### src/dft_corr_pkg.sv
package dft_corr_pkg;

    // datapath widths
    localparam int DIN_WIDTH = 16;      // real input samples
    localparam int TWIDD_WIDTH = 16;    // Q14 twiddle components
    localparam int MAC_WIDTH = 40;      // block sum, wraps
    localparam int DFT_WIDTH = 18;      // bin value after block scaling
    localparam int CORR_WIDTH = 32;     // accumulator input after product scaling
    localparam int OUT_WIDTH = 48;      // integrated result, wraps

    // input side
    typedef logic signed [DIN_WIDTH-1:0] sample_t;
    typedef logic signed [TWIDD_WIDTH-1:0] twidd_t;

    // one component of a bin value
    typedef logic signed [DFT_WIDTH-1:0] bin_t;

    // cross terms are signed, powers are not
    typedef logic signed [CORR_WIDTH-1:0] corr_s_t;
    typedef logic [CORR_WIDTH-1:0] corr_u_t;

    typedef logic signed [OUT_WIDTH-1:0] out_s_t;
    typedef logic [OUT_WIDTH-1:0] out_u_t;

endpackage

### src/twiddle_ram.sv
module twiddle_ram #(
    parameter int DFT_LEN_MAX = 64
) (
    input  logic                           clk,
    input  logic                           we,
    input  logic [$clog2(DFT_LEN_MAX)-1:0] wr_addr,
    input  dft_corr_pkg::twidd_t           wr_re,
    input  dft_corr_pkg::twidd_t           wr_im,
    input  logic [$clog2(DFT_LEN_MAX)-1:0] rd_addr,
    output dft_corr_pkg::twidd_t           rd_re,
    output dft_corr_pkg::twidd_t           rd_im
);

    // real and imaginary parts kept side by side
    dft_corr_pkg::twidd_t mem_re [DFT_LEN_MAX];
    dft_corr_pkg::twidd_t mem_im [DFT_LEN_MAX];

    // write port
    always_ff @(posedge clk) begin
        if (we) begin
            mem_re[wr_addr] <= wr_re;
            mem_im[wr_addr] <= wr_im;
        end
    end

    // registered read, data one cycle after the address
    always_ff @(posedge clk) begin
        rd_re <= mem_re[rd_addr];
        rd_im <= mem_im[rd_addr];
    end

endmodule

### config.mk
export PLATFORM = sky130hd
export DESIGN_NAME = twiddle_ram
export DESIGN_NICKNAME = d
export VERILOG_FILES = /design/src/dft_corr_pkg.sv /design/src/twiddle_ram.sv
export SDC_FILE = /design/constraint.sdc
export NUM_CORES = 2
export LEC_CHECK = 0
export ABC_AREA = 1
export BUFFER_PORTS_ARGS = -buffer_cell sky130_fd_sc_hd__buf_2
export CORE_MARGIN = 2
export CORE_UTILIZATION = 45
export CTS_CLUSTER_SIZE = 28
export DETAILED_ROUTE_END_ITERATION = 8
export SLEW_MARGIN = 30
export SYNTH_ARGS = -nofsm -noshare
export SYNTH_HDL_FRONTEND = slang
export SYNTH_SLANG_ARGS = --single-unit
### constraint.sdc
create_clock -name clk -period 3.7 [get_ports clk]
set_input_delay 0.185 -clock clk [delete_from_list [all_inputs] [get_ports clk]]
set_output_delay 0.185 -clock clk [all_outputs]
set_load 0.03 [all_outputs]
==> results.cfg <==
[sta]
timing.fmax_mhz = 442
rsz0062_at_grt = no
drv_slew = 0
finalClockSkew_ns = 0.0322
finalCritPeriodShare_pct = 61.1
hold_viol = 0
maxSlewHeadroom_pct = 35.0
period_needed_ns = 2.26
tns_ns = 0
worst_slew_pin_slew_ns = 0.972
finalSetupViolCount = 0

[synthesis]
synth_area_leader_cell = edfxtp_1
syn_inst = 6773
synth_seq_cells = 2080
synth.cell_area_um2 = 82800
avgSynthCellArea_um2 = 12.2
synth_cell_types = 15
ys_top_cells_by_area = edfxtp_1 74%, nand3_1 11%, nand2_1 10%
synth_fp_nets = 6819
yosysSeqAreaShare_pct = 75.0
synth_warnings = 0
yosysTopAreaCellShare_pct = 74.3

[power]
p_leak_nw = 32.6
power_frac_comb_pct = 6.3
swShare_pct = 22.8
ir_worst_vdd_mv = 0.511
seq_power_share_pct = 53.3
powerDensity_nw_per_um2 = 527
intPower_mw = 37.9
p_clk_share_pct = 40.5
p_switching_mw = 11.2

[final_layout]
multiInputGateArea_um2 = 18800
final-seq-area_um2 = 62100
final_common_cell = nand2_1
layout.nets = 6871
drive_gt1_share_pct = 8.42
area_growth_pct = 12.5
layout_common_cells = 2,262 x nand2_1, 2,048 x edfxtp_1, 1,901 x nand3_1
finalInstanceArea_um2 = 93100
nFillCells = 15700

[floorplanning]
coreArea_um2 = 183000
fp-row-count = 157
die_w_um = 433
pin_count = 78
start_util_pct = 45.3
die_y_um = 433
die_area_um2 = 187000

[clock_network]
cts_buffers = 209
cts.clk_slew.worst_paths_ns = 0.06
clock-sinks = 2080
cts_max_path_buffers = 3
worstSkewPairLatency_ns = 0.83
cts_tree = done
h-tree-depth = 4
root_buffer = clkbuf_16

[detailed_routing]
drc_errors = 0
drt_iter0_markers = 6436
vias = 53800
dr.pass1.iters = 6
vias_per_cell = 5.68
drtAntennaViolNets = 0
drt_wl_total_mm = 235
wl_per_cell_um = 24.8

[critical_path]
cp_common_cell = nand2_1
rr_worst_depth = 8
critPathBufInv = 4
worstPathArrival_ns = 2.97
path_class = input pin to flop
crit_required_ns = 4.41
start_kind = input pin
crit_slowest_cell = inv_6
reg2reg_from = mem_re[9][0]$_DFFE_PP_
reg2reg_slack_ns = 2.03
worstPathMaxFanout = 48
path_cells = dlygate4sd3_1 -> buf_6 -> inv_6 -> buf_12 -> nand3_1 -> nand3_1 -> nand2_1 -> nand2_1 -> nand2_1
rr_endpoint = rd_re[0]$_DFF_P_
crit_path_max_incr_delay_ns = 0.56
worstSetupEndpointType = flop
crit_family = buffers and inverters

[run_status]
outcome = complete, no violations

[min_path]
hp-class = input pin to flop
min_from = wr_re[13]
min_to = mem_re[7][13]$_DFFE_PP_
hold_depth = 2

[job]
max_cap_viol_count = 0

[placement]
dp_hpwl_mm = 120
gp_congestion = 0.824
dpl_cell_area_um2 = 86500
io_buffers = 77

[grt]
antenna_found_initial = 8
grt_usage_pct = 24.9
gr-total-overflow = 0
grt_max_degree = 155
grt_pass1_vias = 51400
grt_first_pass_wirelength_mm = 345
[worst reg2reg max path, cell delays in order, from the launching register on]
cell      delay [ns]
edfxtp_1        0.36
nand2_1         0.08
nand3_1         0.09
nand3_1         0.10
nand3_1         0.11
nand3_1         0.30
nand2_1         0.11
nand2_1         0.31
nand2_1         0.10
[kinds of logic after synthesis]
| logic type | Yosys count | share of synthesized area [%] |
|---|---|---|
| flip-flops | 2080 | 75.0 |
| AND/OR/NAND/NOR | 4235 | 22.1 |
| buffers and inverters | 458 | 2.86 |
[sequential cells by signal, indices dropped and copies added, names as in the netlist]
| name | cells |
|---|---|
| mem_im | 1024 |
| rd_im | 16 |
| rd_re | 16 |
| mem_re | 1024 |
[Yosys cell counts]
library cell / instances
nand2_1: 2262
edfxtp_1: 2048
nand3_1: 1901
buf_2: 231
clkbuf_1: 79
buf_4: 67
nor2_1: 64
buf_1: 55
dfxtp_1: 32
buf_6: 13
inv_1: 9
nand4_1: 8
inv_2: 2
buf_8: 1
inv_4: 1
[area by class of cell]
class                   count  share of cell area [%]
well taps                2464                    3.31
flip-flops and latches   2080                    66.7
clock buffers             287                    6.10
diodes                      2                 0.00537
multi-input cells        4235                    20.2
clock inverters            98                   0.727
repair buffers            287                    2.89
inverters                  12                  0.0887
[worst max path at each step]
stage,startpoint,to,cells after the start
5_1_grt,rd_addr[3],rd_im[9]$_DFF_P_,9
2_1_floorplan,we,mem_im[0][0]$_DFFE_PP_,3
3_5_place_dp,rd_addr[0],rd_re[7]$_DFF_P_,11
3_3_place_gp,rd_addr[0],rd_im[9]$_DFF_P_,10
4_1_cts,rd_addr[3],rd_im[9]$_DFF_P_,9
6_report,rd_addr[3],rd_im[9]$_DFF_P_,9
[power groups by stage]
stage | combinational, mW | sequential, mW | clock, mW
3_5_place_dp | 3.02 | 26.7 | 0
6_report | 3.07 | 26.2 | 19.9
5_1_grt | 3.34 | 26.2 | 21.0
2_1_floorplan | 1.61 | 26.7 | 0
4_1_cts | 3.05 | 26.2 | 20.1
3_3_place_gp | 2.99 | 26.7 | 0
[stage by stage]
stage,utilization [%],std cells,setup slack [ns],total power [mW],hold slack (ns)
floorplan,-,6773,1.19,28.3,0.284
global placement,47.3,9048,1.06,29.7,0.642
detailed placement,47.3,9049,1.04,29.7,0.639
CTS,50.9,9461,1.54,49.3,0.00286
global route,50.9,9463,1.51,50.5,0.0342
finish,50.9,9465,1.44,49.1,0.0151
[layer usage]
layer  routed length [um]  track usage [%]  up-vias
li1                     -                -    24200
met1                99200             35.2    26800
met2               110000             39.9     2283
met3                18300             3.90      405
met4                 6870             7.57        0
met5                    0                0        -
[what timing repair did]
action	CTS	global route
hold buffers	27	2
endpoints found under the setup margin	0	0
setup buffers	0	0
resized for setup	0	0
hold endpoints to repair	939	128
No activity file was read; power rests on OpenSTA's default activity.
