--- config.mk ---
export PLATFORM = sky130hd
export DESIGN_NAME = dft_bin_mac
export DESIGN_NICKNAME = d
export VERILOG_FILES = /design/src/dft_corr_pkg.sv /design/src/dft_bin_mac.sv
export SDC_FILE = /design/constraint.sdc
export NUM_CORES = 2
export LEC_CHECK = 0
export BUFFER_PORTS_ARGS = -buffer_cell sky130_fd_sc_hd__buf_2
export CAP_MARGIN = 20
export CORE_UTILIZATION = 45
export CTS_CLUSTER_SIZE = 16
export DETAILED_ROUTE_END_ITERATION = 7
export GPL_TIMING_DRIVEN = 0
export HOLD_SLACK_MARGIN = 0.03
export SYNTH_ARGS = -nofsm -noshare
export SYNTH_HDL_FRONTEND = slang
export SYNTH_SLANG_ARGS = --single-unit
--- constraint.sdc ---
create_clock -name clk -period 7.5 [get_ports clk]
set_input_delay 1.125 -clock clk [delete_from_list [all_inputs] [get_ports clk]]
set_output_delay 1.125 -clock clk [all_outputs]
set_load 0.005 [all_outputs]
--- src/dft_corr_pkg.sv ---
package dft_corr_pkg;

    // datapath widths
    localparam int DIN_WIDTH = 16;      // real input samples
    localparam int TWIDD_WIDTH = 16;    // Q14 twiddle components
    localparam int MAC_WIDTH = 40;      // block sum, wraps
    localparam int DFT_WIDTH = 18;      // bin value after block scaling
    localparam int CORR_WIDTH = 32;     // accumulator input after product scaling
    localparam int OUT_WIDTH = 48;      // integrated result, wraps

    // input side
    typedef logic signed [DIN_WIDTH-1:0] sample_t;
    typedef logic signed [TWIDD_WIDTH-1:0] twidd_t;

    // one component of a bin value
    typedef logic signed [DFT_WIDTH-1:0] bin_t;

    // cross terms are signed, powers are not
    typedef logic signed [CORR_WIDTH-1:0] corr_s_t;
    typedef logic [CORR_WIDTH-1:0] corr_u_t;

    typedef logic signed [OUT_WIDTH-1:0] out_s_t;
    typedef logic [OUT_WIDTH-1:0] out_u_t;

endpackage

--- src/dft_bin_mac.sv ---
module dft_bin_mac #(
    parameter int DFT_SHIFT = 12
) (
    input  logic                  clk,
    input  logic                  rst_n,
    input  dft_corr_pkg::sample_t din,
    input  logic                  samp_valid,
    input  logic                  samp_first,
    input  logic                  samp_last,
    input  dft_corr_pkg::twidd_t  tw_re,
    input  dft_corr_pkg::twidd_t  tw_im,
    output dft_corr_pkg::bin_t    bin_re,
    output dft_corr_pkg::bin_t    bin_im,
    output logic                  bin_valid
);

    localparam int PROD_WIDTH = dft_corr_pkg::DIN_WIDTH + dft_corr_pkg::TWIDD_WIDTH;
    localparam int MAC_WIDTH = dft_corr_pkg::MAC_WIDTH;

    dft_corr_pkg::sample_t         din_r;     // lines up with the twiddle read
    logic                          valid_d1;
    logic                          first_d1;
    logic                          last_d1;
    logic signed [PROD_WIDTH-1:0]  prod_re;
    logic signed [PROD_WIDTH-1:0]  prod_im;
    logic                          valid_d2;
    logic                          first_d2;
    logic                          last_d2;
    logic signed [MAC_WIDTH-1:0]   sum_re;
    logic signed [MAC_WIDTH-1:0]   sum_im;
    logic signed [MAC_WIDTH-1:0]   next_re;
    logic signed [MAC_WIDTH-1:0]   next_im;
    logic signed [MAC_WIDTH-1:0]   shift_re;
    logic signed [MAC_WIDTH-1:0]   shift_im;

    // flags follow the data through both stages
    always_ff @(posedge clk) begin
        if (!rst_n) begin
            valid_d1  <= 1'b0;
            first_d1  <= 1'b0;
            last_d1   <= 1'b0;
            valid_d2  <= 1'b0;
            first_d2  <= 1'b0;
            last_d2   <= 1'b0;
            bin_valid <= 1'b0;
        end else begin
            valid_d1  <= samp_valid;
            first_d1  <= samp_first;
            last_d1   <= samp_last;
            valid_d2  <= valid_d1;
            first_d2  <= first_d1;
            last_d2   <= last_d1;
            bin_valid <= valid_d2 && last_d2;
        end
    end

    always_ff @(posedge clk) begin
        if (samp_valid) begin
            din_r <= din;
        end
        prod_re <= din_r * tw_re;   // real sample, so two products only
        prod_im <= din_r * tw_im;
    end

    // first sample of a block reloads instead of adding
    always_comb begin
        next_re  = first_d2 ? MAC_WIDTH'(prod_re) : sum_re + prod_re;
        next_im  = first_d2 ? MAC_WIDTH'(prod_im) : sum_im + prod_im;
        shift_re = next_re >>> DFT_SHIFT;
        shift_im = next_im >>> DFT_SHIFT;
    end

    always_ff @(posedge clk) begin
        if (valid_d2) begin
            sum_re <= next_re;
            sum_im <= next_im;
        end
        if (valid_d2 && last_d2) begin
            bin_re <= shift_re[dft_corr_pkg::DFT_WIDTH-1:0];   // truncate
            bin_im <= shift_im[dft_corr_pkg::DFT_WIDTH-1:0];
        end
    end

    // block markers from control only come with a sample
    flags_need_valid: assert property (
        @(posedge clk) disable iff (!rst_n)
        (samp_first || samp_last) |-> samp_valid
    );

endmodule

==> summary.md <==
| Metric | Value |
|---|---|
| Status | finished with violations |
| Failing checks | design-rule violations |
| P&R area growth vs syn | 7.58% |
| Placer congestion estimate | 0.927 |
| Max-slew violations | 0 |
| Final nets | 3,698 |
| Clock latency at the later pin of the worst-skew pair | 0.50 ns |
| Ys async rst share | 0 |
| Actual slew at the worst max-slew pin | 1.16 ns |
| FF+latch count, synth | 179 |
| Initial DRC count | 1,311 |
| Met1 Usage GRT | 0.349 |
| Sinks on the clock net | 179 |
| Post-DR vias/cell | 5.25 |
| Most common cell in the netlist | inv_1 |
| Initial antenna violation count | 2 |
| Number of synthesized flops with an enable pin | 112 |
| Max-slew headroom | 0.224 |
| Synth area leader | fa_1 |
| CTS Hold Buffers Added | 0 |
| DR DRC count | 10 |
| Crit start category | input port |
| Area of the die | 0.0613 sq mm |
| Worst clock skew | 0.0235 ns |
| Final setup vio count | 0 |
| Crit Path Max Fanout | 10 |
| Hpwl dp | 58.3 mm |
| TritonCTS Buffers | 17 |
| Setup crit end kind | flop |
| Vias in the first global route | 20.6k |
| Filler cells | 5,607 |
| Clk root buf | clkbuf_16 |
| Hold Vio Cnt, Final | 0 |
| Gr busiest metal | met2 |
| Post-Synthesis Cells | 2,822 |
| Rows | 89 |
| Non-filler cells in the finished layout | 3,719 |
| Final ANT Viol Nets | 0 |
| Buffers added on ports | 89 |
| Placed cells | 3,687 |
| Top cells by area, synth | fa_1 37%, edfxtp_1 12%, ha_1 10% |
| Global-route wire length before repair | 113 mm |
| Req. time, crit path | 7.91 ns |
| Final Cycle Share | 0.967 |
| Die X | 248 microns |
| Die height | 248 microns |
| First-pass DRT Iterations | 8 |
| Top-area cell type share of the netlist area | 0.367 |
| Max Cap Viol | 0 |
| Worst-case clock buffer depth | 2 |
| Multi-input logic area | 0.0199 sq mm |
| Avg WL per Cell | 18.8 microns |
| GRT overflow | 0 |
| Initial Utilization | 0.458 |
| Syn_nets | 3,589 |
| Yosys warning count | 0 |
| Largest net degree at the start of global routing | 33 |
| Core outline area | 0.0594 sq mm |
| Total number of vias | 19.5k |
| Met2 global-route usage | 0.370 |
| Critical Setup Path Class | input port to flop |
| Met3 global-route usage | 0.0544 |
| Tot GR Track Use | 0.244 |
| Routed wire length | 69.8 mm |
| Register area share after synthesis | 0.173 |
| # H-tree levels | 4 |
| Reg area | 0.00471 sq mm |
| Synth Cell Area | 0.0272 sq mm |
| Minimum clock period | 7.26 ns |
| CTS clk-pin slew, worst paths | 0.07 ns |
| Hold slack | 0.437 ns |
| Synth Flop Type | edfxtp_1 |
| Worst path arrival time | 7.67 ns |
| CTS tree | yes |
| Post-synth cell types | 67 |
| Layout cell share with drive strength beyond 1 | 0.0520 |
| Boundary Pins | 90 |
| RSZ-0062 raised after global routing | false |
| Synth Area per Inst | 9.62 sq um |
| Post-synth top cells | 593 x inv_1, 498 x fa_1, 319 x nand2_1 |
| Hold Path Class | flop to flop |
| Max Fclk | 0.138 GHz |
[metrics by stage]
stage / area [sq um] / setup slack [ns] / TNS [ns] / utilization
after CTS: 29200 / 0.0525 / 0 / 0.492
after floorplan: 27200 / 0.548 / 0 / -
after global routing: 29200 / 0.0210 / 0 / 0.492
after detailed placement: 28600 / -0.374 / -1.03 / 0.483
final: 29200 / 0.245 / 0 / 0.492
after global placement: 28600 / -0.338 / -0.785 / 0.481
[kinds of logic (layout without fill, tap and decap cells)]
logic type / count (synthesis) / count (layout) / synth area share
simple gates: 779 / 779 / 0.142
fa+ha+maj: 714 / 714 / 0.467
buf+inv: 691 / 813 / 0.0955
compound gates: 330 / 330 / 0.0810
flops: 179 / 179 / 0.173
xor+xnor: 121 / 121 / 0.0390
mux: 8 / 8 / 0.00318
other cells: 0 / 2 / 0
[layout make-up]
cell class,instances,share of cell area
Antenna cell,2,0.000171
Inverter,593,0.0762
Multi-Input combinational cell,1952,0.680
Clock buffer,18,0.0147
Timing Repair Buffer,95,0.0182
Clock inverter,14,0.00445
Buffer,93,0.0122
Tap cell,773,0.0331
Sequential cell,179,0.161
[worst paths after layout]
check                                         from             endpoint  slack, ns  cells past startpoint
worst max-delay path                      tw_re[7]  prod_re[29]$_DFF_P_       0.24                     24
worst max register to register  din_r[7]$_DFFE_PP_  prod_re[29]$_DFF_P_       0.39                     23
worst min-delay path            last_d1$_SDFF_PN0_   last_d2$_SDFF_PN0_       0.44                      1
worst min register to register  last_d1$_SDFF_PN0_   last_d2$_SDFF_PN0_       0.44                      1
[state kept, by name, summed over array words and instances, names as in the netlist]
name / flops
bin_re: 18
valid_d2: 1
valid_d1: 1
last_d1: 1
sum_re: 30
first_d1: 1
bin_valid: 1
sum_im: 30
din_r: 16
first_d2: 1
prod_re: 30
prod_im: 30
bin_im: 18
last_d2: 1
[routing by layer]
layer	wire [microns]	part of all wire
met1	31700	0.45
met4	1710	0.025
met3	5270	0.076
met5	0	0
met2	31100	0.45
[cell usage in the layout, fill, tap and decap left out, drive strengths merged, types with 8 or more instances in the layout]
master,n
ha,216
a21o,39
nor2b,13
o21bai,19
nand2b,25
o31ai,11
xor2,46
inv,598
fa,498
and3,12
edfxtp,112
o211ai,8
clkbuf,110
xnor2,75
buf,96
nor2,81
nand2,319
nor3,20
a211oi,8
a21oi,86
and2,265
o21ai,83
dfxtp,67
o21a,16
nand3,16
[what timing repair did]
| action | CTS | global route |
|---|---|---|
| buffers inserted | 0 | 3 |
| endpoints found under the setup margin | 4 | 4 |
| resized for setup | 3 | 5 |
[critical path, cell delays in order]
cell       delay, ns
buf_2           0.23
clkbuf_1        0.46
nand2_1         0.17
fa_1            0.57
inv_1           0.05
fa_1            0.50
inv_1           0.05
fa_1            0.55
inv_1           0.06
fa_1            0.45
fa_1            0.49
inv_1           0.05
fa_1            0.48
inv_1           0.04
ha_1            0.37
a21o_1          0.20
a21o_1          0.17
a21oi_1         0.23
o21ai_1         0.19
a41o_1          0.30
a2111oi_0       0.44
o21bai_1        0.16
a21oi_1         0.19
xnor2_1         0.14
Power is not shown: default switching activity piles up to over one toggle a cycle in this logic, so the estimate is an artifact.
