## config.mk

```make
export PLATFORM = sky130hd
export DESIGN_NAME = corr_control
export DESIGN_NICKNAME = d
export VERILOG_FILES = /design/src/corr_control.sv
export SDC_FILE = /design/constraint.sdc
export NUM_CORES = 1
export LEC_CHECK = 0
export BUFFER_PORTS_ARGS = -buffer_cell sky130_fd_sc_hd__clkbuf_2
export CAP_MARGIN = 20
export CORE_AREA = 2 2 72 74
export DETAILED_ROUTE_END_ITERATION = 6
export DIE_AREA = 0 0 74 76
export GPL_TIMING_DRIVEN = 0
export PLACE_DENSITY = 0.77
export SLEW_MARGIN = 0
export SYNTH_ARGS = -nofsm -noshare
export SYNTH_HDL_FRONTEND = slang
export SYNTH_SLANG_ARGS = --single-unit
```

## constraint.sdc

```tcl
create_clock -name clk -period 3.32 [get_ports clk]
set_input_delay 0.498 -clock clk [delete_from_list [all_inputs] [get_ports clk]]
set_output_delay 0.498 -clock clk [all_outputs]
set_load 0.01 [all_outputs]
```

## src/corr_control.sv

```systemverilog
module corr_control #(
    parameter int DFT_LEN_MAX = 64
) (
    input  logic                           clk,
    input  logic                           rst_n,
    input  logic                           din_valid,
    input  logic [31:0]                    dft_len_m1,
    input  logic [31:0]                    acc_len,
    input  logic                           corr_valid,
    output logic [$clog2(DFT_LEN_MAX)-1:0] rd_addr,
    output logic                           samp_valid,
    output logic                           samp_first,
    output logic                           samp_last,
    output logic                           acc_last
);

    localparam int ADDR_WIDTH = $clog2(DFT_LEN_MAX);

    logic [ADDR_WIDTH-1:0] samp_cnt;   // position inside the current block
    logic [31:0]           spec_cnt;   // spectrum number inside the integration
    logic                  samp_wrap;
    logic                  spec_wrap;

    assign samp_wrap = (32'(samp_cnt) == dft_len_m1);
    assign spec_wrap = (spec_cnt == acc_len);

    // sample counter, one step per incoming sample pair
    always_ff @(posedge clk) begin
        if (!rst_n) begin
            samp_cnt <= '0;
        end else if (din_valid) begin
            if (samp_wrap) begin
                samp_cnt <= '0;
            end else begin
                samp_cnt <= samp_cnt + 1'b1;
            end
        end
    end

    // spectrum counter, steps once per finished set of products
    always_ff @(posedge clk) begin
        if (!rst_n) begin
            spec_cnt <= '0;
        end else if (corr_valid) begin
            if (spec_wrap) begin
                spec_cnt <= '0;
            end else begin
                spec_cnt <= spec_cnt + 1'b1;
            end
        end
    end

    // sample k of a block reads twiddle k
    assign rd_addr    = samp_cnt;
    assign samp_valid = din_valid;
    assign samp_first = din_valid && (samp_cnt == '0);
    assign samp_last  = din_valid && samp_wrap;

    // level, the accumulators qualify it with their own valid
    assign acc_last = spec_wrap;

    // a longer block would run past the twiddle memory
    len_in_range: assert property (
        @(posedge clk) disable iff (!rst_n)
        dft_len_m1 < DFT_LEN_MAX
    );

endmodule

```

==> results of run 1 <==
[power by group]
group | internal (mW) | switching [mW]
combinational | 0.0578 | 0.0477
sequential | 0.460 | 0.00636
clock | 0.210 | 0.162
[metrics by stage]
step	instance area, um2	util	setup slack (ns)	cells	hold WS [ns]
final	2900	0.591	0.912	416	0.515
after global routing	2900	0.591	0.775	416	0.530
after CTS	2900	0.591	0.906	416	0.512
after detailed placement	2790	0.568	0.926	408	0.529
after global placement	2790	0.568	0.987	408	0.521
after floorplan	2320	-	1.22	261	0.504
[per-layer routing]
layer | track usage | vias to the layer above | routed length, um
met3 | 0.0463 | 5 | 283
met5 | 0 | - | 0
met2 | 0.329 | 52 | 2520
met4 | 0.0527 | 0 | 38
met1 | 0.235 | 924 | 2250
li1 | - | 1053 | -
[cell usage after synthesis (2+ instances only)]
master / number
buf_6: 6
nand2_1: 14
nand3_2: 2
nor2b_1: 2
dfxtp_1: 38
ha_1: 3
nor2_1: 46
nor3_1: 7
nor4_2: 5
inv_1: 8
nor4_1: 16
xor2_1: 40
and3_1: 3
and4_1: 4
xnor2_1: 33
nand4_1: 10
nand3_1: 8
[critical path: stages (launching register included)]
cell and delay, ns:
dfxtp_1 0.31, buf_6 0.12, xor2_1 0.15, nor4_1 0.45, nand4_1 0.24, nor2_1 0.19, clkbuf_2 0.16
[how the worst max path moves through the flow]
stage | endpoint | cells past startpoint
after floorplan | samp_last | 4
after global placement | samp_last | 6
after detailed placement | samp_last | 6
after CTS | acc_last | 6
after global routing | acc_last | 6
final | acc_last | 6
[area by class of cell]
| cell class | count | area share |
|---|---|---|
| tap | 70 | 0.0302 |
| clock buffer | 8 | 0.0379 |
| multi-input combinational | 207 | 0.499 |
| inverter | 8 | 0.0103 |
| sequential | 38 | 0.262 |
| buffer | 8 | 0.0276 |
| timing repair buffer | 77 | 0.133 |
[registers in the layout (all words and copies together) (netlist names)]
| name | flops |
|---|---|
| spec_cnt | 32 |
| rd_addr | 6 |
[cells by family (layout without fill, tap and decap cells)]
family,after synthesis,in the layout,synth area share
mux,1,1,0.00432
xor+xnor,73,73,0.276
fa+ha+maj,3,3,0.0162
compound gates,4,4,0.0167
flops,38,38,0.328
simple gates,126,126,0.311
buf+inv,16,101,0.0475
==> flow_summary.toml, run 1 <==
[run_status]
status = "complete, no violations"

[cts]
ctsResizeCount = 0
h-tree-depth = 2
clk-insertion-delay-late_ns = 0.29
cts.sinks = 38
cts-buffers-inserted = 5
path_clk_slew_ns = 0.07
hold_buffers = 0
post_cts_buffers = 0
cts_buffer_depth = 2
clockRootBuffer = "clkbuf_8"
cts_tree = "done"

[job]
max_cap_violations = 0

[worst_setup_path]
r2r_start = "spec_cnt[27]"
r2r-end = "spec_cnt[11]"
rrSetupSlack_ns = 1.28
cp.arrival_ns = 1.91
critPathLaunchType = "flip-flop"
crit_start = "spec_cnt[27]"
reg2regPathDepth = 7
crit_fanout = 6
worstSetupPathType = "reg2out"
end_kind = "output pin"
required_ns = 2.82

[power]
totalPowerFinal_uw = 944
power_density_mw_per_mm2 = 325
vdd_ir_drop_max_mv = 0.239
p_leak_nw = 1.23

[finish]
antenna_cells = 0
final_common_cell = "clkbuf_2"
area_growth_pct = 25.1
nets = 416
layout_common_cells = "clkbuf_2, nor2_1, xor2_1"
final.fill_count = 430
ff_latch_area_um2 = 761
multiInputGateArea_mm2 = 0.00145
layout-drive-gt1-share = 0.309

[floorplan]
rows = 26
die_w_um = 74
initial_core_util = 0.472
core_mm2 = 0.00491
die_y_um = 76
die_area_mm2 = 0.00562
ios = 78

[timing]
finalMaxSlewViolations = 0
tns_ns = 0
max_slew.worst_pin.slew_ns = 0.451
fin_crit_ns = 2.41
fin_skew_ns = 0.00462
finalCritPeriodShare = 0.725
maxSlewHeadroom = 0.696
setup_viol = 0
finalHoldViolCount = 0
rsz0062_at_grt = "no"
fmax_mhz = 415

[grt]
grt_max_degree = 12
antenna_found_initial = 0
grtUsageTotal = 0.192
grt_pass1_vias = 1943
grt_pass1_wl_um = 8530
gr-total-overflow = 0

[route]
vias = 2034
drt-initial-drc-count = 58
drc_errors = 0
drt_first_pass_iters = 4
routed_wl_um = 5100
ant_nets = 0
route.detailed.wl_per_inst_um = 12.2
vias_per_cell = 4.89

[synthesis]
syn_area_mm2 = 0.00232
ys_top_cells_by_area = "dfxtp_1, xor2_1, xnor2_1"
synth_top_area_cell = "dfxtp_1"
synth_nets = 332
ys_ff_latch = 38
ys_seq_area_frac = 0.328
synth_cell_types = 33
syn_area_per_cell_um2 = 8.88
syn_inst = 261
async_reset_ff_frac = 0
synth_edf_count = 0
synth_top_area_frac = 0.328
yosys_warnings = 0
synth_flop_cell = "dfxtp_1"

[min_path]
hp-class = "in2reg"
hold_depth = 2
min_from = "rst_n"
hold-path-endpoint = "rd_addr[1]"

[placement]
placement.io_buffers = 77
hpwlAfterDp_um = 4070
gp_congestion = 0.838
Power figures use the tool's default switching activity.
==> run 2, diff against run 1 <==
- clock period: 3.32 -> 2.4 ns (I/O delays scaled with it)
==> run 2 against run 1 <==
Utilization up 0.13 points. Via count barely moved. Combinational power rose by 40%. Register-to-register slack lost 0.81 ns. Clock skew about the same. Sequential power grew 38%. Clock power up 38%. Non-clock buffer count unchanged. Critical path type unchanged. Critical endpoint is now samp_last.
==> flow_summary.toml, run 2 (same netlist as run 1, synthesis figures left out) <==
[grt]
grt_max_degree = 12
antenna_found_initial = 0
grtUsageTotal = 0.192
gr-total-overflow = 0
grt_pass1_wl_um = 8530
grt_pass1_vias = 1943

[timing]
finalMaxSlewViolations = 0
max_slew.worst_pin.slew_ns = 0.362
finalCritPeriodShare = 0.940
maxSlewHeadroom = 0.757
fin_skew_ns = 0.00445
fin_crit_ns = 2.26
setup_ws_ns = 0.143
setup_viol = 0
tns_ns = 0
rsz0062_at_grt = "no"
finalHoldViolCount = 0
fmax_mhz = 443
timing.hold.ws_ns = 0.377

[placement]
placement.io_buffers = 77
gp_congestion = 0.838
pre_cts_slack_ns = 0.282
place_inst = 408
hpwlAfterDp_um = 4070

[finish]
antenna_cells = 0
top_register = "spec_cnt"
layout_common_cells = "clkbuf_2, nor2_1, xor2_1"
nets = 416
final_core_util = 0.592
final_common_cell = "clkbuf_2"
layout-drive-gt1-share = 0.312
largest_reg_flops = 32
fin_cells = 416
area_growth_pct = 25.4

[route]
ant_nets = 0
drt-initial-drc-count = 58
vias_per_cell = 4.89
route.detailed.wl_per_inst_um = 12.3
drt_first_pass_iters = 4
vias = 2035
routed_wl_um = 5100
drc_errors = 0

[cts]
cts-buffers-inserted = 5
hold_buffers = 0
clockRootBuffer = "clkbuf_8"
cts_tree = "done"
h-tree-depth = 2
cts.sinks = 38
post_cts_buffers = 0
path_clk_slew_ns = 0.07
clk-insertion-delay-late_ns = 0.29
cts_buffer_depth = 2

[power]
power_density_mw_per_mm2 = 449
p_leak_nw = 1.23
vdd_ir_drop_max_mv = 0.330

[worst_setup_path]
path_cells = "xnor2_1 -> nand4_1 -> or4_1 -> nor2_1 -> clkbuf_2"
end_kind = "output pin"
critPathLaunchType = "flip-flop"
critPathBufInv = 1
slowest_stage = "or4_1"
critical-path-top-delay-family = "simple AND/OR/NAND/NOR gates"
crit_fanout = 6
max_stage_delay_ns = 0.60
worstSetupPathType = "reg2out"
required_ns = 2.04
cp.arrival_ns = 1.90

[run_status]
status = "complete, no violations"

[floorplan]
die_w_um = 74
die_y_um = 76
initial_core_util = 0.472
rows = 26
die_area_mm2 = 0.00562
core_mm2 = 0.00491
ios = 78

[min_path]
hp-class = "in2reg"

[job]
max_cap_violations = 0
[run 2: stage by stage]
stage / instance area (um2) / power, mW
after detailed placement: 2790 / 0.807
after CTS: 2900 / 1.32
final: 2910 / 1.31
after global placement: 2790 / 0.804
after global routing: 2910 / 1.36
after floorplan: 2320 / 0.724
[run 2: final timing paths]
kind,startpoint,endpoint,slack [ns],cells after the start
worst max-delay path,rd_addr[2],samp_last,0.14,5
worst min-delay path,rst_n,rd_addr[1],0.38,2
worst max register to register,spec_cnt[27],spec_cnt[11],0.47,7
worst min register to register,spec_cnt[31],spec_cnt[31],0.54,2
[run 2: area by class of cell]
class	instances	area, um2
Buffer	8	80.1
Clock buffer	8	110
Fill cell	431	2000
Inverter	8	30.0
Multi-Input combinational cell	207	1450
Sequential cell	38	761
Tap cell	70	87.6
Timing Repair Buffer	77	385
[run 2: report_power, final]
group | switching (mW) | internal, mW
sequential | 0.00880 | 0.636
combinational | 0.0664 | 0.0801
clock | 0.224 | 0.290
[run 2: layer usage]
layer | vias to the layer above | part of all wire | global-route usage
met5 | - | 0 | 0
met4 | 0 | 0.0075 | 0.0527
met3 | 5 | 0.056 | 0.0463
met2 | 52 | 0.50 | 0.329
met1 | 925 | 0.44 | 0.235
li1 | 1053 | - | -
[run 2: repair_timing]
action,CTS,global route
resized for setup,0,1
hold endpoints to repair,0,0
endpoints found under the setup margin,0,1
