===== src/dft_corr_pkg.sv =====
package dft_corr_pkg;

    // datapath widths
    localparam int DIN_WIDTH = 16;      // real input samples
    localparam int TWIDD_WIDTH = 16;    // Q14 twiddle components
    localparam int MAC_WIDTH = 40;      // block sum, wraps
    localparam int DFT_WIDTH = 18;      // bin value after block scaling
    localparam int CORR_WIDTH = 32;     // accumulator input after product scaling
    localparam int OUT_WIDTH = 48;      // integrated result, wraps

    // input side
    typedef logic signed [DIN_WIDTH-1:0] sample_t;
    typedef logic signed [TWIDD_WIDTH-1:0] twidd_t;

    // one component of a bin value
    typedef logic signed [DFT_WIDTH-1:0] bin_t;

    // cross terms are signed, powers are not
    typedef logic signed [CORR_WIDTH-1:0] corr_s_t;
    typedef logic [CORR_WIDTH-1:0] corr_u_t;

    typedef logic signed [OUT_WIDTH-1:0] out_s_t;
    typedef logic [OUT_WIDTH-1:0] out_u_t;

endpackage


===== src/spectrum_accumulator.sv =====
module spectrum_accumulator #(
    parameter type acc_in_t = dft_corr_pkg::corr_s_t,
    parameter type acc_out_t = dft_corr_pkg::out_s_t
) (
    input  logic     clk,
    input  logic     rst_n,
    input  acc_in_t  din,
    input  logic     din_valid,
    input  logic     acc_last,
    output acc_out_t dout,
    output logic     dout_valid
);

    acc_out_t sum;        // running sum of the current integration
    acc_out_t sum_next;

    // extension follows the signedness of the input type
    assign sum_next = sum + acc_out_t'(din);

    always_ff @(posedge clk) begin
        if (!rst_n) begin
            sum        <= '0;
            dout_valid <= 1'b0;
        end else begin
            dout_valid <= din_valid && acc_last;
            if (din_valid) begin
                // restart right after the last spectrum
                sum <= acc_last ? acc_out_t'(0) : sum_next;
            end
        end
    end

    always_ff @(posedge clk) begin
        if (din_valid && acc_last) begin
            dout <= sum_next;   // held until the next integration ends
        end
    end

    // products reaching the sum are never unknown
    din_known: assert property (
        @(posedge clk) disable iff (!rst_n)
        din_valid |-> !$isunknown(din)
    );

endmodule


===== config.mk =====
export PLATFORM = sky130hd
export DESIGN_NAME = spectrum_accumulator
export DESIGN_NICKNAME = d
export VERILOG_FILES = /design/src/dft_corr_pkg.sv /design/src/spectrum_accumulator.sv
export SDC_FILE = /design/constraint.sdc
export NUM_CORES = 1
export LEC_CHECK = 0
export ABC_AREA = 1
export BUFFER_PORTS_ARGS = -buffer_cell sky130_fd_sc_hd__buf_4
export CAP_MARGIN = 20
export CORE_MARGIN = 10
export CORE_UTILIZATION = 35
export DETAILED_ROUTE_END_ITERATION = 8
export GPL_ROUTABILITY_DRIVEN = 0
export PLACE_DENSITY = 0.48
export SYNTH_ARGS = -nofsm -noshare
export SYNTH_HDL_FRONTEND = slang
export SYNTH_SLANG_ARGS = --single-unit

===== constraint.sdc =====
create_clock -name clk -period 3.05 [get_ports clk]
set_clock_uncertainty 0.1 [all_clocks]
set_input_delay 0.61 -clock clk [delete_from_list [all_inputs] [get_ports clk]]
set_output_delay 0.61 -clock clk [all_outputs]
set_load 0.02 [all_outputs]

==> results of run 1 <==
-- path summary, 6_finish.rpt --
kind | start | to | depth (start not counted)
worst max register to register | sum[0] | dout[40] | 14
worst min register to register | sum[0] | sum[0] | 2
worst min-delay path | sum[0] | sum[0] | 2
worst max-delay path | sum[0] | dout[40] | 14
-- per-layer routing --
layer / track usage, % / wire length (um) / vias up
li1: - / - / 3761
met1: 23.2 / 11900 / 3113
met2: 26.3 / 10400 / 141
met3: 3.17 / 1170 / 20
met4: 4.58 / 379 / 0
met5: 0 / 0 / -
-- report_power, final --
part | total (W) | internal [W] | switching [W] | leakage (nW)
clock | 0.00121 | 0.000661 | 0.000546 | 0.142
combinational | 0.000982 | 0.000345 | 0.000638 | 3.56
sequential | 0.00151 | 0.00147 | 0.0000348 | 0.850
total | 0.00370 | 0.00248 | 0.00122 | 4.55
-- metrics by stage --
step	worst slack (ns)	utilization [%]	hold slack, ns	cells	power (W)
after floorplan	0.632	-	0.349	1172	0.00221
after global placement	0.109	39.9	0.358	1526	0.00253
after CTS	0.503	41.3	0.373	1541	0.00375
final	0.486	41.3	0.371	1541	0.00370
after global routing	0.311	41.3	0.392	1541	0.00391
after detailed placement	0.160	39.9	0.363	1526	0.00253
-- state kept, by name, indices dropped and copies added (netlist names) --
| name | flops |
|---|---|
| dout | 48 |
| sum | 48 |
| dout_valid | 1 |
-- layout make-up --
| cell class | count | area, sq um |
|---|---|---|
| clock buffer | 10 | 239 |
| clock inverter | 5 | 62.6 |
| fill | 2331 | 12700 |
| inverter | 227 | 852 |
| multi-input combinational | 833 | 4340 |
| sequential | 97 | 2420 |
| tap | 280 | 350 |
| timing repair buffer | 89 | 681 |
-- layout by cell type, fill, tap and decap left out, drive strengths merged --
master	n
or2	6
buf	89
nor2	83
xor2	18
edfxtp	48
and2	28
bufinv	1
nand3b	6
clkbuf	10
xnor2	2
a21oi	78
a21o	1
o21ai	1
nand3	71
clkinvlp	2
fa	1
nor4	6
nor3	2
clkinv	1
inv	228
o21bai	3
dfxtp	49
nand2	471
nand4	9
ha	47
-- worst register-to-register path: stages (launching register included) --
cell,delay (ns)
dfxtp_1,0.34
ha_1,0.20
inv_1,0.07
fa_1,0.41
inv_1,0.11
nand3_1,0.08
nand2_2,0.17
nand2_1,0.09
nand2_2,0.12
nand2_1,0.09
nand3_2,0.12
nand2_1,0.14
nand2_1,0.10
nand2_1,0.06
and2_1,0.13
-- kinds of logic after synthesis --
| logic type | count (synthesis) | synth area share (%) |
|---|---|---|
| xor gates and xnor gates | 20 | 2.87 |
| AOI/OAI and AO/OA | 83 | 5.60 |
| buffers and inverters | 242 | 11.9 |
| and+or+nand+nor | 682 | 40.1 |
| DFF | 97 | 31.6 |
| adders and majority gates | 48 | 7.93 |
==> results.yml, run 1 <==
clock_tree:
  post-cts-setup-buffers: 0
  clockRootBuffer: "clkbuf_16"
  cts_resized: 0
  cts.sinks: 97
  h-tree-depth: 3
  postCtsHoldBufs: 0
  cts_tree: "built"
  clk_pin_slew_ns: 0.07
  insertion_delay_ns: 0.36
  numCtsBuffers: 9
  cts_buffer_depth: 2
synth:
  yosys.area.top_type: "nand2_1"
  synth_cell_types: 34
  yosysMostFrequentCell: "nand2_1"
  syn_nets: 1256
  synthTopCellsByArea: "nand2_1 22%, edfxtp_1 19%, dfxtp_1 13%"
  syn_inst: 1172
  synth_common_cells: "440 x nand2_1, 208 x inv_1, 77 x a21oi_1"
  synth_edf_count: 48
  synth_seq_cells: 97
  yosys_warnings: 0
  ys.flop_type: "dfxtp_1"
  syn_avg_cell_area_sq_um: 6.54
  synth_area_sq_um: 7670
  ys_seq_area_share_pct: 31.6
  netlist.area_leader.share_pct: 21.5
  async_reset_ff_share_pct: 0
worst_setup_path:
  crit_buf_inv: 2
  cp_slowest_cell: "fa_1"
  cp_data_required_time_ns: 3.06
  crit_type: "reg2reg"
  critPathArrivalTime_ns: 2.58
  path_cells: "ha_1 > inv_1 > fa_1 > inv_1 > nand3_1 > nand2_2 > nand2_1 > nand2_2 > nand2_1 > nand3_2 > nand2_1 > nand2_1 > nand2_1 > and2_1"
  start_kind: "register"
  max_stage_delay_ns: 0.41
  worstPathMaxFanout: 4
  worstSetupEndpointType: "register"
  crit_family: "simple AND/OR/NAND/NOR gates"
  r2r_slack_ns: 0.49
  timing.critical_path.mode_cell: "nand2_1"
global_routing:
  grt_pass1_vias: 6943
  grt_util_all_layers_pct: 16.8
  grt_max_degree: 50
  antenna_found_initial: 0
  grt_pass1_wl_um: 37900
  grt_overflow_total: 0
floorplanning:
  fp.coreArea_sq_um: 21700
  die_h_um: 168
  die_w_um: 168
  die-area_sq_um: 28200
  initial_utilization_pct: 35.4
  placementRows: 54
  ioPinCount: 85
route:
  firstDrtPassIters: 5
  drc: 0
  vias: 7035
  routed_wl_um: 23800
  ant_nets: 0
  vias_per_cell: 4.57
  dr.first_iter.drc_count: 406
  wl_per_cell_um: 15.4
timing:
  tns_ns: 0
  setup_violations: 0
  slew_headroom_pct: 57.3
  rsz0062_at_grt: "no"
  max_freq_ghz: 0.390
  tightest_slew_ns: 0.640
  finalHoldViolCount: 0
  drv_slew: 0
  post-route-min-period_ns: 2.56
  period_share_pct: 84.1
placement:
  place_area_sq_um: 8650
  io_buffers: 84
  dp_hpwl_um: 19400
power_and_ir_drop:
  ir_drop_uv: 254
  total_leakage_power_nw: 4.55
  power.density_nw_per_um2: 413
layout:
  layout.nets: 1341
  area_delta_synth_final_pct: 16.7
  stdcell_area_sq_um: 8950
  drive_above_1_share_pct: 16.8
  antenna_cells: 0
worst_hold_path:
  hold_class: "reg2reg"
run_status:
  status: "finished clean"
run:
  maxCapViolations: 0
Note: power is estimated with default switching activity, not from simulation.
==> inputs of run 2 (changes only) <==
Settings changed: ABC_AREA 1 to 0, PLACE_DENSITY 0.48 to 0.49.
Clock period 3.05 ns to 2.5 ns, I/O delays scaled along.
==> results.yml, run 2 <==
run_status:
  status: "finished with violations"
  violations: "negative setup slack"
timing:
  slew_headroom_pct: 22.2
  finalHoldViolCount: 0
  drv_slew: 0
  max_freq_ghz: 0.361
  rsz0062_at_grt: "yes"
  setup_ws_ns: -0.269
  tightest_slew_ns: 1.16
  setup_violations: 47
  post-route-min-period_ns: 2.77
  period_share_pct: 111
synth:
  async_reset_ff_share_pct: 0
  ys_seq_area_share_pct: 39.3
  syn_inst: 660
  synth_cell_types: 67
  synth_common_cells: "85 x a21oi_1, 62 x nor2_1, 49 x dfxtp_1"
  syn_nets: 744
  synth_edf_count: 48
  syn_avg_cell_area_sq_um: 9.33
  yosys.area.top_type: "edfxtp_1"
  netlist.area_leader.share_pct: 23.4
  ys.flop_type: "dfxtp_1"
  synth_seq_cells: 97
  yosys_warnings: 0
  synth_area_sq_um: 6160
  synthTopCellsByArea: "edfxtp_1 23%, dfxtp_1 16%, ha_1 9.6%"
  yosysMostFrequentCell: "a21oi_1"
global_routing:
  use_met3_pct: 3.19
  grt_overflow_total: 0
  antenna_found_initial: 0
  grt_busiest_layer: "met2"
  grt_max_degree: 32
  grt_pass1_vias: 6194
  grtUsageMet2_pct: 27.9
  grt_util_all_layers_pct: 16.4
  met1_usage_pct: 20.3
  grt_pass1_wl_um: 31800
route:
  firstDrtPassIters: 4
  drc: 0
  wl_per_cell_um: 17.2
  routed_wl_um: 19900
  vias: 5938
  vias_per_cell: 5.13
  ant_nets: 0
  dr.first_iter.drc_count: 291
clock_tree:
  numCtsBuffers: 9
  clk_pin_slew_ns: 0.07
  cts_buffer_depth: 2
  cts_tree: "built"
  postCtsHoldBufs: 0
  cts.sinks: 97
  clockRootBuffer: "clkbuf_16"
  h-tree-depth: 3
  insertion_delay_ns: 0.36
worst_hold_path:
  hold_class: "in2reg"
  hold_path_depth: 2
  hold_path_end: "dout[0]"
  min_from: "din[0]"
floorplanning:
  placementRows: 48
  initial_utilization_pct: 35.6
  die_h_um: 153
  ioPinCount: 85
  die_w_um: 153
  die-area_sq_um: 23300
  fp.coreArea_sq_um: 17300
layout:
  final_cell_mix: "263 x buf_4, 62 x a21oi_1, 57 x nor2_1"
  top_regs: "dout: 48 flops, sum: 48 flops, dout_valid: 1 flops"
  area_delta_synth_final_pct: 58.3
  layout.nets: 1011
  drive_above_1_share_pct: 45.0
  antenna_cells: 0
  final_cells: 1157
  layout_commonest_cell: "buf_4"
run:
  maxCapViolations: 0
worst_setup_path:
  worstSetupEndpointType: "register"
  reg2regPathDepth: 12
  r2r-end: "dout[40]"
  r2r_slack_ns: -0.27
  cp_data_required_time_ns: 2.51
  start_kind: "register"
  reg2reg_from: "sum[0]"
  critPathArrivalTime_ns: 2.78
  crit_type: "reg2reg"
  worstPathMaxFanout: 4
placement:
  io_buffers: 84
  place_ws_ns: -0.850
  dp.cells: 1114
  dp_hpwl_um: 14700
power_and_ir_drop:
  pwr-share-seq_pct: 36.2
  p_comb_share_pct: 31.8
  ir_drop_uv: 376
  power.density_nw_per_um2: 526
  internal-power_w: 0.00361
  p_switching_w: 0.00152
  p_clk_share_pct: 32.0
  swShare_pct: 29.6
  total_leakage_power_nw: 4.22
[run 2: cell type report]
class                      count  area, sq um
inverter                      24         90.1
timing repair buffer         284         2230
clock buffer                  10          239
fill                        1529         7550
tap                          225          282
multi-input combinational    511         4370
sequential                    97         2430
clock inverter                 6          105
[run 2: cell families (layout without fill, tap and decap cells)]
family	count (synthesis)	after routing	share of synthesized area [%]
multiplexers	3	3	0.488
AND/OR/NAND/NOR	200	200	16.4
buffers and inverters	52	324	3.41
AO/OA/AOI/OAI	218	218	24.5
flip-flops	97	97	39.3
XOR/XNOR	42	42	5.97
adder cells (fa/ha/maj)	48	48	9.88
[run 2: how the worst max path moves through the flow]
| stage | from | end | slack [ns] | cells past startpoint |
|---|---|---|---|---|
| finish | sum[0] | dout[40] | -0.27 | 12 |
| global route | sum[0] | dout[46] | -0.39 | 13 |
| CTS | sum[0] | dout[40] | -0.36 | 13 |
| detailed placement | din[1] | sum[43] | -0.85 | 12 |
| global placement | din[4] | sum[43] | -0.82 | 11 |
| floorplan | din[0] | dout[40] | -0.33 | 12 |
[run 2: per-layer routing]
layer	routed length [um]	share of wire [%]
met5	0	0
met2	9750	49
met4	316	1.6
met3	764	3.8
met1	9030	45
[run 2: worst max-delay path: stages (launching register included)]
cell and delay, ns:
dfxtp_2 0.33, ha_4 0.16, inv_2 0.05, fa_2 0.18, nand2b_4 0.14, a21oi_4 0.06, o21a_4 0.23, nor4_4 0.26
o31ai_4 0.13, a21oi_4 0.32, nor4_4 0.08, or3_1 0.32, and2_1 0.15
[run 2: power by group through the flow]
| stage | Clock, W | Sequential, W | Combinational, W |
|---|---|---|---|
| 6_report | 0.00164 | 0.00186 | 0.00163 |
| 5_1_grt | 0.00173 | 0.00187 | 0.00177 |
| 4_1_cts | 0.00167 | 0.00185 | 0.00149 |
| 3_3_place_gp | 0 | 0.00188 | 0.00138 |
| 3_5_place_dp | 0 | 0.00189 | 0.00139 |
| 2_1_floorplan | 0 | 0.00195 | 0.000696 |
[run 2: timing repair]
action | 4_1_cts | 5_1_grt
setup buffers | 15 | 19
pin swaps | 45 | 59
endpoints found under the setup margin | 61 | 64
resized for setup | 54 | 76
[run 2: through the flow]
| step | utilization, % | TNS [ns] | hold slack (ns) | area, sq um | total power (W) |
|---|---|---|---|---|---|
| after floorplan | - | -5.97 | 0.346 | 6400 | 0.00265 |
| after global placement | 49.1 | -30.79 | 0.366 | 8490 | 0.00326 |
| after detailed placement | 49.1 | -32.47 | 0.372 | 8490 | 0.00328 |
| after CTS | 53.6 | -12.22 | 0.349 | 9270 | 0.00502 |
| after global routing | 56.4 | -14.47 | 0.357 | 9750 | 0.00536 |
| final | 56.4 | -7.37 | 0.358 | 9750 | 0.00513 |
==> inputs of run 3 (changes only) <==
Settings changed: CORE_UTILIZATION 35 to 45, PLACE_DENSITY 0.49 to 0.61, RECOVER_POWER from default to 50.
==> results.yml, run 3 (synthesis results as in run 2) <==
route:
  firstDrtPassIters: 5
  vias_per_cell: 5.47
  wl_per_cell_um: 17.8
  routed_wl_um: 19400
  vias: 5971
  ant_nets: 0
  dr.first_iter.drc_count: 350
  drc: 0
layout:
  layout.nets: 994
  layout_commonest_cell: "buf_4"
  final_cells: 1091
  top_regs: "dout: 48 flops, sum: 48 flops, dout_valid: 1 flops"
  area_delta_synth_final_pct: 50.9
  antenna_cells: 0
  final_cell_mix: "204 x buf_4, 63 x a21oi_1, 58 x nor2_1"
  drive_above_1_share_pct: 38.3
timing:
  setup_ws_ns: -0.326
  timing.hold.ws_ns: 0.363
  slew_headroom_pct: 13.7
  tightest_slew_ns: 1.29
  rsz0062_at_grt: "yes"
  drv_slew: 0
  period_share_pct: 113
  max_freq_ghz: 0.354
  setup_violations: 57
  post-route-min-period_ns: 2.83
  tns_ns: -8.08
  finalHoldViolCount: 0
power_and_ir_drop:
  ir_drop_uv: 328
  total_leakage_power_nw: 3.90
  power.density_nw_per_um2: 529
floorplanning:
  die_w_um: 137
  initial_utilization_pct: 46.1
  die_h_um: 137
  ioPinCount: 85
  placementRows: 42
  fp.coreArea_sq_um: 13300
  die-area_sq_um: 18800
global_routing:
  antenna_found_initial: 0
  grt_pass1_wl_um: 30600
  grt_util_all_layers_pct: 20.1
  grt_max_degree: 30
  grt_overflow_total: 0
  grt_pass1_vias: 6207
placement:
  dp_hpwl_um: 13800
  io_buffers: 84
  dp.cells: 1043
worst_hold_path:
  hold_class: "in2reg"
  min_from: "din[0]"
run:
  maxCapViolations: 0
worst_setup_path:
  crit_end: "sum[33]"
  worstPathMaxFanout: 5
  crit_start: "sum[10]"
  critPathArrivalTime_ns: 3.02
  start_kind: "register"
  worstSetupEndpointType: "register"
  r2r_slack_ns: -0.33
  reg2reg_from: "sum[10]"
  crit_type: "reg2reg"
  cp_data_required_time_ns: 2.69
  reg2regPathDepth: 13
  r2r-end: "sum[33]"
clock_tree:
  cts.sinks: 97
  clockRootBuffer: "clkbuf_16"
  numCtsBuffers: 9
  cts_tree: "built"
  clk_pin_slew_ns: 0.07
  cts_buffer_depth: 2
  insertion_delay_ns: 0.36
  h-tree-depth: 3
  postCtsHoldBufs: 0
run_status:
  violations: "negative setup slack"
  status: "finished with violations"
## run 3: layout make-up
cell class,count,area [sq um]
Multi-Input combinational cell,511,4320
Sequential cell,97,2430
Timing Repair Buffer,267,1910
Clock buffer,13,250
Clock inverter,3,65.1
Fill cell,1056,4060
Inverter,24,90.1
Tap cell,176,220
## run 3: how the worst min path moves through the flow
stage,endpoint,slack (ns),depth (start not counted)
floorplan,sum[40],0.35,1
detailed placement,sum[40],0.37,1
CTS,dout[0],0.35,2
global placement,sum[30],0.37,1
finish,dout[0],0.36,2
global route,dout[0],0.36,2
## run 3: metal layers
layer	wire length, um	global-route usage, %	share of wire [%]	vias to the layer above
li1	-	-	-	2924
met1	8590	25.2	44	2875
met2	9700	34.3	50	153
met3	851	3.04	4.4	19
met4	286	7.32	1.5	0
met5	0	0	0	-
## run 3: stage by stage
stage                     worst slack, ns  cell area, sq um  power (W)  util [%]
after floorplan                    -0.332              6400    0.00265         -
after global placement             -0.657              8270    0.00320      61.9
after detailed placement           -0.709              8270    0.00323      61.9
after CTS                          -0.345              9130    0.00486      68.4
after global routing               -0.416              9290    0.00513      69.6
final                              -0.326              9290    0.00491      69.6
## run 3: power by group
group	switching, W	internal, W	total [W]
logic	0.000817	0.000725	0.00154
registers	0.0000491	0.00181	0.00186
clock network	0.000608	0.000905	0.00151
total	0.00147	0.00344	0.00491
## run 3: timing repair
item | in CTS | in global routing
gates resized for setup | 73 | 43
setup buffers | 21 | 15
setup endpoints to repair | 61 | 65
pin swaps | 63 | 53
## run 3: worst max-delay path, cell delays in order, from the launching register on
cell and delay, ns:
dfxtp_2 0.33, ha_4 0.30, buf_4 0.14, a21o_1 0.13
a21o_1 0.13, a21oi_2 0.09, a2111oi_4 0.42, o21ai_2 0.13
buf_4 0.16, buf_6 0.12, nor4_2 0.14, nor2_1 0.09
xnor2_1 0.30, a22o_1 0.18
